<file path="src/rtl/ws_timing_pkg.sv">
package ws_timing_pkg;

    // cycle count inside one bit slot
    // 12 bits cover slots up to 4095 cycles of clk_100
    typedef logic [11:0] slot_count_t;

    // phase of the running bit slot, decoded from the slot counter
    // all fields stay low while the timer is stopped
    typedef struct packed {
        // first cycle of a slot
        logic slot_start;
        // last cycle of a slot
        logic slot_end;
        // counter still inside the zero-bit high time
        logic in_t0h;
        // counter still inside the one-bit high time
        logic in_t1h;
    } bit_phase_t;

    // the window for a one bit always covers the zero-bit window,
    // so a one bit is a zero bit with a longer high part

    // timer and encoder both read this struct
    // the shifter only looks at slot_start and slot_end

    // slot_start and slot_end never coincide
    // since a slot is always longer than one cycle

endpackage

</file>
<file path="src/rtl/ws_pixel_pkg.sv">
package ws_pixel_pkg;

    // colour as the host presents it
    typedef struct packed {
        logic [7:0] r;
        logic [7:0] g;
        logic [7:0] b;
    } rgb_t;

    // colour in the order the LEDs expect on the wire
    typedef struct packed {
        logic [7:0] g;
        logic [7:0] r;
        logic [7:0] b;
    } grb_t;

    // one pixel word, written per channel and sent as a bit string
    // bit 23 is the next bit on the line
    typedef union packed {
        grb_t        chan;
        logic [23:0] bits;
    } pixel_word_u;

    // host order to wire order
    function automatic grb_t to_grb(rgb_t c);
        grb_t w;
        w.g = c.g;
        w.r = c.r;
        w.b = c.b;
        return w;
    endfunction

endpackage

</file>
<file path="src/rtl/ws_bit_timer.sv">
`timescale 1ns/100ps

module ws_bit_timer #(
    parameter ws_timing_pkg::slot_count_t BIT_CYCLES = 12'd125,
    parameter ws_timing_pkg::slot_count_t T0H_CYCLES = 12'd35,
    parameter ws_timing_pkg::slot_count_t T1H_CYCLES = 12'd90
) (
    input  logic                      clk_100,
    input  logic                      arst_n,
    input  logic                      run,
    output ws_timing_pkg::bit_phase_t phase
);

    // last count value of a slot
    localparam ws_timing_pkg::slot_count_t LAST_CNT = BIT_CYCLES - 12'd1;

    ws_timing_pkg::slot_count_t cnt;

    // wraps 0 .. BIT_CYCLES-1 while running
    // parked at zero when stopped so the next run starts a fresh slot
    always_ff @(posedge clk_100 or negedge arst_n) begin
        if (!arst_n) begin
            cnt <= '0;
        end else if (!run || cnt == LAST_CNT) begin
            cnt <= '0;
        end else begin
            cnt <= cnt + 12'd1;
        end
    end

    // phase decode
    always_comb begin
        phase.slot_start = run && (cnt == '0);
        phase.slot_end   = run && (cnt == LAST_CNT);
        // high windows start at the slot start
        phase.in_t0h     = run && (cnt < T0H_CYCLES);
        phase.in_t1h     = run && (cnt < T1H_CYCLES);
    end

    // both high times must fit inside a slot, with a low tail after them
    a_timing_order: assert property (
        @(posedge clk_100)
        (T0H_CYCLES < T1H_CYCLES) && (T1H_CYCLES < BIT_CYCLES)
    ) else $error("bit timer: high times do not fit the slot");

endmodule

</file>
<file path="src/rtl/ws_pixel_shifter.sv">
`timescale 1ns/100ps

module ws_pixel_shifter #(
    parameter int BIT_CYCLES = 125,
    parameter int GAP_CYCLES = 5000
) (
    input  logic                      clk_100,
    input  logic                      arst_n,
    input  logic                      load,
    input  ws_pixel_pkg::rgb_t        pixel,
    input  logic                      blank,
    input  ws_timing_pkg::bit_phase_t phase,
    output logic                      run,
    output logic                      ready,
    output logic                      cur_bit,
    output logic                      active,
    output logic                      blank_cur,
    output logic                      frame_done
);

    // gap counter at least as wide as a slot count
    localparam int SLOT_W = $bits(ws_timing_pkg::slot_count_t);
    localparam int GAP_NEED = $clog2(GAP_CYCLES + 1);
    localparam int GAP_W = (GAP_NEED > SLOT_W) ? GAP_NEED : SLOT_W;

    typedef enum logic [1:0] {
        ST_IDLE,
        ST_SEND,
        ST_GAP
    } state_t;

    state_t                    state;
    ws_pixel_pkg::rgb_t        next_px;
    logic                      next_valid;
    ws_pixel_pkg::pixel_word_u cur_word;
    logic [4:0]                bit_idx;
    logic [GAP_W-1:0]          gap_cnt;
    logic                      blank_q;
    logic                      last_bit_end;
    logic                      take_next;
    logic                      pix_start;

    // host side, one pixel can wait behind the one on the line
    assign ready = !next_valid;

    // timer runs exactly while a pixel is being sent
    assign run    = (state == ST_SEND);
    assign active = run;

    // msb of the word is on the line
    assign cur_bit = cur_word.bits[23];

    // end of bit 0, pixel finished
    assign last_bit_end = run && phase.slot_end && (bit_idx == 5'd0);
    // held pixel moves in from idle or straight after the last bit
    assign take_next = next_valid && ((state == ST_IDLE) || last_bit_end);

    // first slot of a pixel, blank is sampled here
    assign pix_start = phase.slot_start && (bit_idx == 5'd23);
    // sampled value already applies in the sampling cycle
    assign blank_cur = pix_start ? blank : blank_q;

    // next-pixel slot
    always_ff @(posedge clk_100 or negedge arst_n) begin
        if (!arst_n) begin
            next_valid <= 1'b0;
        end else if (load && ready) begin
            next_valid <= 1'b1;
        end else if (take_next) begin
            next_valid <= 1'b0;
        end
    end

    always_ff @(posedge clk_100) begin
        if (load && ready) begin
            next_px <= pixel;
        end
    end

    // current word, loaded per channel, shifted as bits
    always_ff @(posedge clk_100) begin
        if (take_next) begin
            cur_word.chan <= ws_pixel_pkg::to_grb(next_px);
        end else if (run && phase.slot_end) begin
            cur_word.bits <= {cur_word.bits[22:0], 1'b0};
        end
    end

    // FSM, bit index and latch gap
    always_ff @(posedge clk_100 or negedge arst_n) begin
        if (!arst_n) begin
            state      <= ST_IDLE;
            bit_idx    <= 5'd0;
            gap_cnt    <= '0;
            blank_q    <= 1'b0;
            frame_done <= 1'b0;
        end else begin
            frame_done <= 1'b0;
            if (pix_start) begin
                blank_q <= blank;
            end
            case (state)
                ST_IDLE: begin
                    if (take_next) begin
                        state   <= ST_SEND;
                        bit_idx <= 5'd23;
                    end
                end
                ST_SEND: begin
                    if (phase.slot_end) begin
                        if (bit_idx != 5'd0) begin
                            bit_idx <= bit_idx - 5'd1;
                        end else if (take_next) begin
                            // back to back, no pause on the line
                            bit_idx <= 5'd23;
                        end else begin
                            state   <= ST_GAP;
                            gap_cnt <= '0;
                        end
                    end
                end
                ST_GAP: begin
                    // line held low, LEDs latch
                    if (gap_cnt == GAP_W'(GAP_CYCLES - 1)) begin
                        state      <= ST_IDLE;
                        frame_done <= 1'b1;
                    end else begin
                        gap_cnt <= gap_cnt + 1'b1;
                    end
                end
                default: begin
                    state <= ST_IDLE;
                end
            endcase
        end
    end

    // latch gap must outlast a bit slot
    a_gap_len: assert property (
        @(posedge clk_100) GAP_CYCLES > BIT_CYCLES
    ) else $error("pixel shifter: latch gap shorter than a slot");

    // timer is quiet while nothing is being sent
    a_idle_quiet: assert property (
        @(posedge clk_100) disable iff (!arst_n)
        (state == ST_IDLE && !next_valid) |-> !phase.slot_end
    ) else $error("pixel shifter: slot end while idle");

    // held pixel is never overwritten, host must wait for ready
    a_no_overwrite: assert property (
        @(posedge clk_100) disable iff (!arst_n)
        load |-> !next_valid
    ) else $error("pixel shifter: load while a pixel is held");

endmodule

</file>
<file path="src/rtl/ws_line_encoder.sv">
`timescale 1ns/100ps

module ws_line_encoder (
    input  logic                      clk_100,
    input  logic                      arst_n,
    input  ws_timing_pkg::bit_phase_t phase,
    input  logic                      cur_bit,
    input  logic                      active,
    input  logic                      blank_cur,
    output logic                      dout
);

    logic win;
    logic line_nxt;

    // long window for a one, short window for a zero
    always_comb begin
        if (cur_bit) begin
            win = phase.in_t1h;
        end else begin
            win = phase.in_t0h;
        end
    end

    // nothing on the line outside a pixel or for a blanked pixel
    assign line_nxt = win && active && !blank_cur;

    // output flop, no glitches from the decode reach the pin
    // one cycle behind the phase
    always_ff @(posedge clk_100 or negedge arst_n) begin
        if (!arst_n) begin
            dout <= 1'b0;
        end else begin
            dout <= line_nxt;
        end
    end

    // line stays low one cycle after the shifter stops sending
    a_low_when_idle: assert property (
        @(posedge clk_100) disable iff (!arst_n)
        !$past(active) |-> !dout
    ) else $error("line encoder: dout high without an active pixel");

endmodule

</file>
<file path="src/rtl/ws2812_tx.sv">
`timescale 1ns/100ps

module ws2812_tx #(
    // clk_100 cycles, 1.25 us slot
    parameter ws_timing_pkg::slot_count_t BIT_CYCLES = 12'd125,
    // 0.35 us high for a zero
    parameter ws_timing_pkg::slot_count_t T0H_CYCLES = 12'd35,
    // 0.9 us high for a one
    parameter ws_timing_pkg::slot_count_t T1H_CYCLES = 12'd90,
    // 50 us latch
    parameter int                         GAP_CYCLES = 5000
) (
    input  logic               clk_100,
    input  logic               arst_n,
    input  logic               load,
    input  ws_pixel_pkg::rgb_t pixel,
    input  logic               blank,
    output logic               ready,
    output logic               dout,
    output logic               frame_done
);

    ws_timing_pkg::bit_phase_t phase;
    logic                      run;
    logic                      cur_bit;
    logic                      active;
    logic                      blank_cur;

    // slot timing
    ws_bit_timer #(
        .BIT_CYCLES (BIT_CYCLES),
        .T0H_CYCLES (T0H_CYCLES),
        .T1H_CYCLES (T1H_CYCLES)
    ) ws_bit_timer_i (
        .clk_100 (clk_100),
        .arst_n  (arst_n),
        .run     (run),
        .phase   (phase)
    );

    // pixel buffer, bit order and latch gap
    ws_pixel_shifter #(
        .BIT_CYCLES (int'(BIT_CYCLES)),
        .GAP_CYCLES (GAP_CYCLES)
    ) ws_pixel_shifter_i (
        .clk_100    (clk_100),
        .arst_n     (arst_n),
        .load       (load),
        .pixel      (pixel),
        .blank      (blank),
        .phase      (phase),
        .run        (run),
        .ready      (ready),
        .cur_bit    (cur_bit),
        .active     (active),
        .blank_cur  (blank_cur),
        .frame_done (frame_done)
    );

    // serial line
    ws_line_encoder ws_line_encoder_i (
        .clk_100   (clk_100),
        .arst_n    (arst_n),
        .phase     (phase),
        .cur_bit   (cur_bit),
        .active    (active),
        .blank_cur (blank_cur),
        .dout      (dout)
    );

endmodule

</file>
<file path="config.mk">
export PLATFORM = sky130hd
export DESIGN_NAME = ws2812_tx
export DESIGN_NICKNAME = d
export VERILOG_FILES = /design/src/rtl/ws_timing_pkg.sv /design/src/rtl/ws_pixel_pkg.sv /design/src/rtl/ws_bit_timer.sv /design/src/rtl/ws_pixel_shifter.sv /design/src/rtl/ws_line_encoder.sv /design/src/rtl/ws2812_tx.sv
export SDC_FILE = /design/constraint.sdc
export NUM_CORES = 1
export LEC_CHECK = 0
export ABC_CLOCK_PERIOD_IN_PS = 8200
export BUFFER_PORTS_ARGS = -buffer_cell sky130_fd_sc_hd__buf_2
export CAP_MARGIN = 20
export CORE_MARGIN = 2
export CORE_UTILIZATION = 45
export DETAILED_ROUTE_END_ITERATION = 7
export GPL_TIMING_DRIVEN = 0
export PLACE_DENSITY_LB_ADDON = 0.08
export SETUP_SLACK_MARGIN = 0.5
export SLEW_MARGIN = 10
export SYNTH_ARGS = -nofsm -noshare
export SYNTH_HDL_FRONTEND = slang
export SYNTH_SLANG_ARGS = --single-unit
</file>
<file path="constraint.sdc">
create_clock -name clk_100 -period 8.2 [get_ports clk_100]
set_input_delay 0.41 -clock clk_100 [delete_from_list [all_inputs] [get_ports clk_100]]
set_output_delay 0.41 -clock clk_100 [all_outputs]
set_load 0.05 [all_outputs]
</file>
==> impl_summary.log <==
[metrics] area of the core: roughly 8200 sq um
[metrics] remaining max-slew budget at the tightest pin: roughly a third
[metrics] total chip power: roughly 0.91 mW
[metrics] CP required: between 8 and 9 ns
[metrics] endpoint type of the worst setup path: flip-flop
[metrics] Layout Cell Area excl Fill: approximately 4300 sq um
[metrics] slowest CP cell: sky130_fd_sc_hd__nand2_1
[metrics] number of fill cells in the layout: 723
[metrics] Startpoint Class: flip-flop
[metrics] status: finished, final reports clean
[metrics] count of port buffers added during placement: 30
[metrics] Yosys top cell by area: sky130_fd_sc_hd__edfxtp_1
[metrics] Antenna Cells: 0
[metrics] arrival time reported for the critical path endpoint: 2.97 ns
[metrics] standard cell area after detailed placement: approximately 4000 sq um
[metrics] final setup vio count: 0
[metrics] final hold viol count: 0
[metrics] # DRC: 0
[metrics] area share of the leading cell type in the synthesized netlist: 38.0%
[metrics] final period utilization: roughly 37%
[metrics] TNS Setup: 0 ns
[metrics] leading cell type in the layout, fill and taps excluded: sky130_fd_sc_hd__edfxtp_1
[metrics] flip-flop and latch count after synthesis: 84
[metrics] sequential cell area fraction in the yosys report: 61.7%
[metrics] via count of the first global-routing pass: roughly 2400
[metrics] hold_buf cts: 0
[metrics] router iterations before antenna repair: 4
[metrics] top_reg_cell synth: sky130_fd_sc_hd__edfxtp_1
[metrics] total number of vias: 2352
[metrics] H-tree levels: 3
[metrics] cell at the root of the clock tree: sky130_fd_sc_hd__clkbuf_8
[metrics] proportion of register bits with asynchronous set or reset after synthesis: 42.9%
[metrics] fraction of layout cells with a size suffix above 1: roughly 25%
[metrics] maximum vdd ir drop: just over 0.08 mV
[metrics] destination of the worst register-to-register timing path: ws_pixel_shifter_i.cur_word[14]$_DFFE_PP_
[metrics] number of enable flip-flop cells after synthesis: 48
[metrics] total nets after synthesis: around 320
[metrics] library cells used by synthesis: between 40 and 50
[metrics] global placer's final weighted congestion: 0.795
[metrics] Register-to-Register Setup Slack: 5.19 ns
[metrics] RR Startpoint: ws_pixel_shifter_i.bit_idx[0]$_DFFE_PN0P_
[metrics] layout overhead on the synthesized area: 13.1%
[metrics] clock tree from TritonCTS: built
[metrics] routed wire length: 6.34 mm
[metrics] first-pass GRT wire length: 11.0 mm
[metrics] warning count from the yosys run: 0
[metrics] cell chain of the critical path: inv_1 -> ha_1 -> or4b_4 -> or3_1 -> o32a_2 -> buf_6 -> nand2_1
[metrics] Hold Crit Class: in2async
[metrics] Starting Density: 46.2%
[metrics] total grt overflow: 0
[metrics] mean routed wirelength per cell: 14.5 microns
[metrics] Clock Latency Late Sink: 0.35 ns
[metrics] Reg clk slew, reported paths: 0.09 ns
[metrics] Clock Tree Buf Depth: 2
[metrics] cell count after synthesis: 287
[metrics] number of max-slew violations in the final report: 0
[metrics] worst-margin pin slew: a little under 1 ns
[metrics] number of cells upsized or downsized after cts: 0
[metrics] top cells by area in the synthesized netlist: sky130_fd_sc_hd__edfxtp_1 38%, sky130_fd_sc_hd__dfrtp_1 24%, sky130_fd_sc_hd__mux2_4 8.7%
[metrics] Die W: 95.8 microns
[metrics] # Max-Cap Violations: 0
[metrics] dpl hpwl: just over 4 mm
[metrics] antenna violations before repair: 0
[metrics] worst reg-to-reg path cell count: 7
[metrics] all-layer global routing usage: between 15 and 20%
[metrics] Std-Cell Rows: 33
[metrics] commonest non-fill, non-tap cells in the layout: 48 x sky130_fd_sc_hd__edfxtp_1, 36 x sky130_fd_sc_hd__dfrtp_1, 31 x sky130_fd_sc_hd__buf_2
[metrics] average size of a mapped cell: 13.2 sq um
[metrics] leakage component of the power: 1.74 nW
[metrics] number of buffers inserted during clock tree synthesis: 9
[metrics] number of clock sinks: 84
[metrics] kind of critical path: reg2reg
[metrics] power density over cell area: 211 nW/um^2
[metrics] maximum fanout along the worst path: 24
[metrics] number of setup buffers added after CTS: 0
[metrics] die span in y: roughly 96 microns
[metrics] Via density: around 5.4
[metrics] count of pins on the block boundary: 31
[metrics] nets@finish: 363
[metrics] RSZ-0062 raised after global routing: false
[metrics] Detail Route Antenna Nets: 0
[metrics] maximum clock frequency: 0.333 GHz
[metrics] largest net degree at the start of global routing: 37
[metrics] die outline area: around 9200 sq um
[metrics] post-synthesis cell area: 3800 sq um
[metrics] largest stage delay on the critical path: 0.73 ns
[metrics] initial DRC count: 79
[metrics] time the worst path needs with I/O delays and setup: 3.01 ns
[metrics] clock skew: 0.0126 ns
per-layer routing:
metal  vias up  track usage [%]  part of all wire, %
met5         -                0                    0
met1      1130             21.4                   48
li1       1164                -                    -
met3        10             2.82                  3.8
met4         0             6.55                  1.6
met2        48             24.7                   47
cell families after synthesis:
group                      after synthesis  share of synthesized area, %
xor gates and xnor gates                 9                          2.08
buffers and inverters                   24                          3.00
AOI/OAI and AO/OA                       51                          9.06
adders and majority gates                6                          1.98
muxes                                   26                          9.82
DFF                                     84                          61.7
and+or+nand+nor                         87                          12.4
how the worst max path moves through the flow:
stage / from / end / slack (ns) / depth (start not counted)
after floorplan: ws_pixel_shifter_i.bit_idx[0]$_DFFE_PN0P_ / ws_pixel_shifter_i.cur_word[0]$_SDFFCE_PN0P_ / 5.53 / 7
after global routing: ws_pixel_shifter_i.bit_idx[0]$_DFFE_PN0P_ / ws_pixel_shifter_i.cur_word[14]$_DFFE_PP_ / 4.99 / 7
after CTS: ws_pixel_shifter_i.bit_idx[0]$_DFFE_PN0P_ / ws_pixel_shifter_i.cur_word[14]$_DFFE_PP_ / 5.13 / 7
final: ws_pixel_shifter_i.bit_idx[0]$_DFFE_PN0P_ / ws_pixel_shifter_i.cur_word[14]$_DFFE_PP_ / 5.19 / 7
after detailed placement: ws_pixel_shifter_i.bit_idx[0]$_DFFE_PN0P_ / ws_pixel_shifter_i.cur_word[3]$_DFFE_PP_ / 5.17 / 7
after global placement: ws_pixel_shifter_i.bit_idx[0]$_DFFE_PN0P_ / ws_pixel_shifter_i.cur_word[3]$_DFFE_PP_ / 5.14 / 7
area by class of cell:
type	count	area, sq um	area share [%]
flip-flops and latches	84	2340	54.5
multi-input cells	179	1340	31.3
repair buffers	31	165	3.85
well taps	105	131	3.06
clock buffers	9	124	2.88
clock inverters	7	75.1	1.75
plain buffers	11	65.1	1.52
inverters	13	48.8	1.14
synth_stat cells, types with 4 or more instances:
cell type and instances:
sky130_fd_sc_hd__a21oi_1 10, sky130_fd_sc_hd__a31o_2 4, sky130_fd_sc_hd__a31oi_1 9, sky130_fd_sc_hd__a41oi_1 5
sky130_fd_sc_hd__and3_1 5, sky130_fd_sc_hd__clkbuf_1 6, sky130_fd_sc_hd__dfrtp_1 36, sky130_fd_sc_hd__edfxtp_1 48
sky130_fd_sc_hd__ha_1 6, sky130_fd_sc_hd__inv_1 13, sky130_fd_sc_hd__mux2_4 22, sky130_fd_sc_hd__nand2_1 12
sky130_fd_sc_hd__nand3_1 12, sky130_fd_sc_hd__nand4_1 7, sky130_fd_sc_hd__nor2_1 22, sky130_fd_sc_hd__nor2b_1 4
sky130_fd_sc_hd__nor3_1 7, sky130_fd_sc_hd__o21ai_0 12, sky130_fd_sc_hd__xnor2_1 4, sky130_fd_sc_hd__xor2_1 5
power by group:
group	switching [mW]	internal, mW	total, mW
Combinational	0.0576	0.0459	0.104
Clock	0.156	0.142	0.299
Sequential	0.0321	0.472	0.504
Total	0.246	0.661	0.907
registers in the layout (all words and copies together), names as in the netlist:
register                       flops
ws_line_encoder_i.dout             1
ws_bit_timer_i.cnt                12
ws_pixel_shifter_i.next_valid      1
ws_pixel_shifter_i.next_px        24
ws_pixel_shifter_i.frame_done      1
ws_pixel_shifter_i.state           2
ws_pixel_shifter_i.cur_word       24
ws_pixel_shifter_i.bit_idx         5
ws_pixel_shifter_i.gap_cnt        13
ws_pixel_shifter_i.blank_q         1
stage by stage:
stage	setup slack [ns]	utilization [%]	hold WS, ns	std cells
floorplan	5.53	-	0.114	287
global placement	5.14	49.6	0.471	422
detailed placement	5.17	49.8	0.476	423
CTS	5.13	52.3	0.171	439
global route	4.99	52.3	0.211	439
finish	5.19	52.3	0.146	439
worst max-delay path: cells and delay by family (launching register included):
| kind | cells | cell delay, ns |
|---|---|---|
| DFF | 1 | 0.40 |
| adders and majority gates | 1 | 0.18 |
| AOI/OAI and AO/OA | 1 | 0.23 |
| and+or+nand+nor | 3 | 1.52 |
| buffers and inverters | 2 | 0.29 |
No activity file was read; power rests on OpenSTA's default activity.
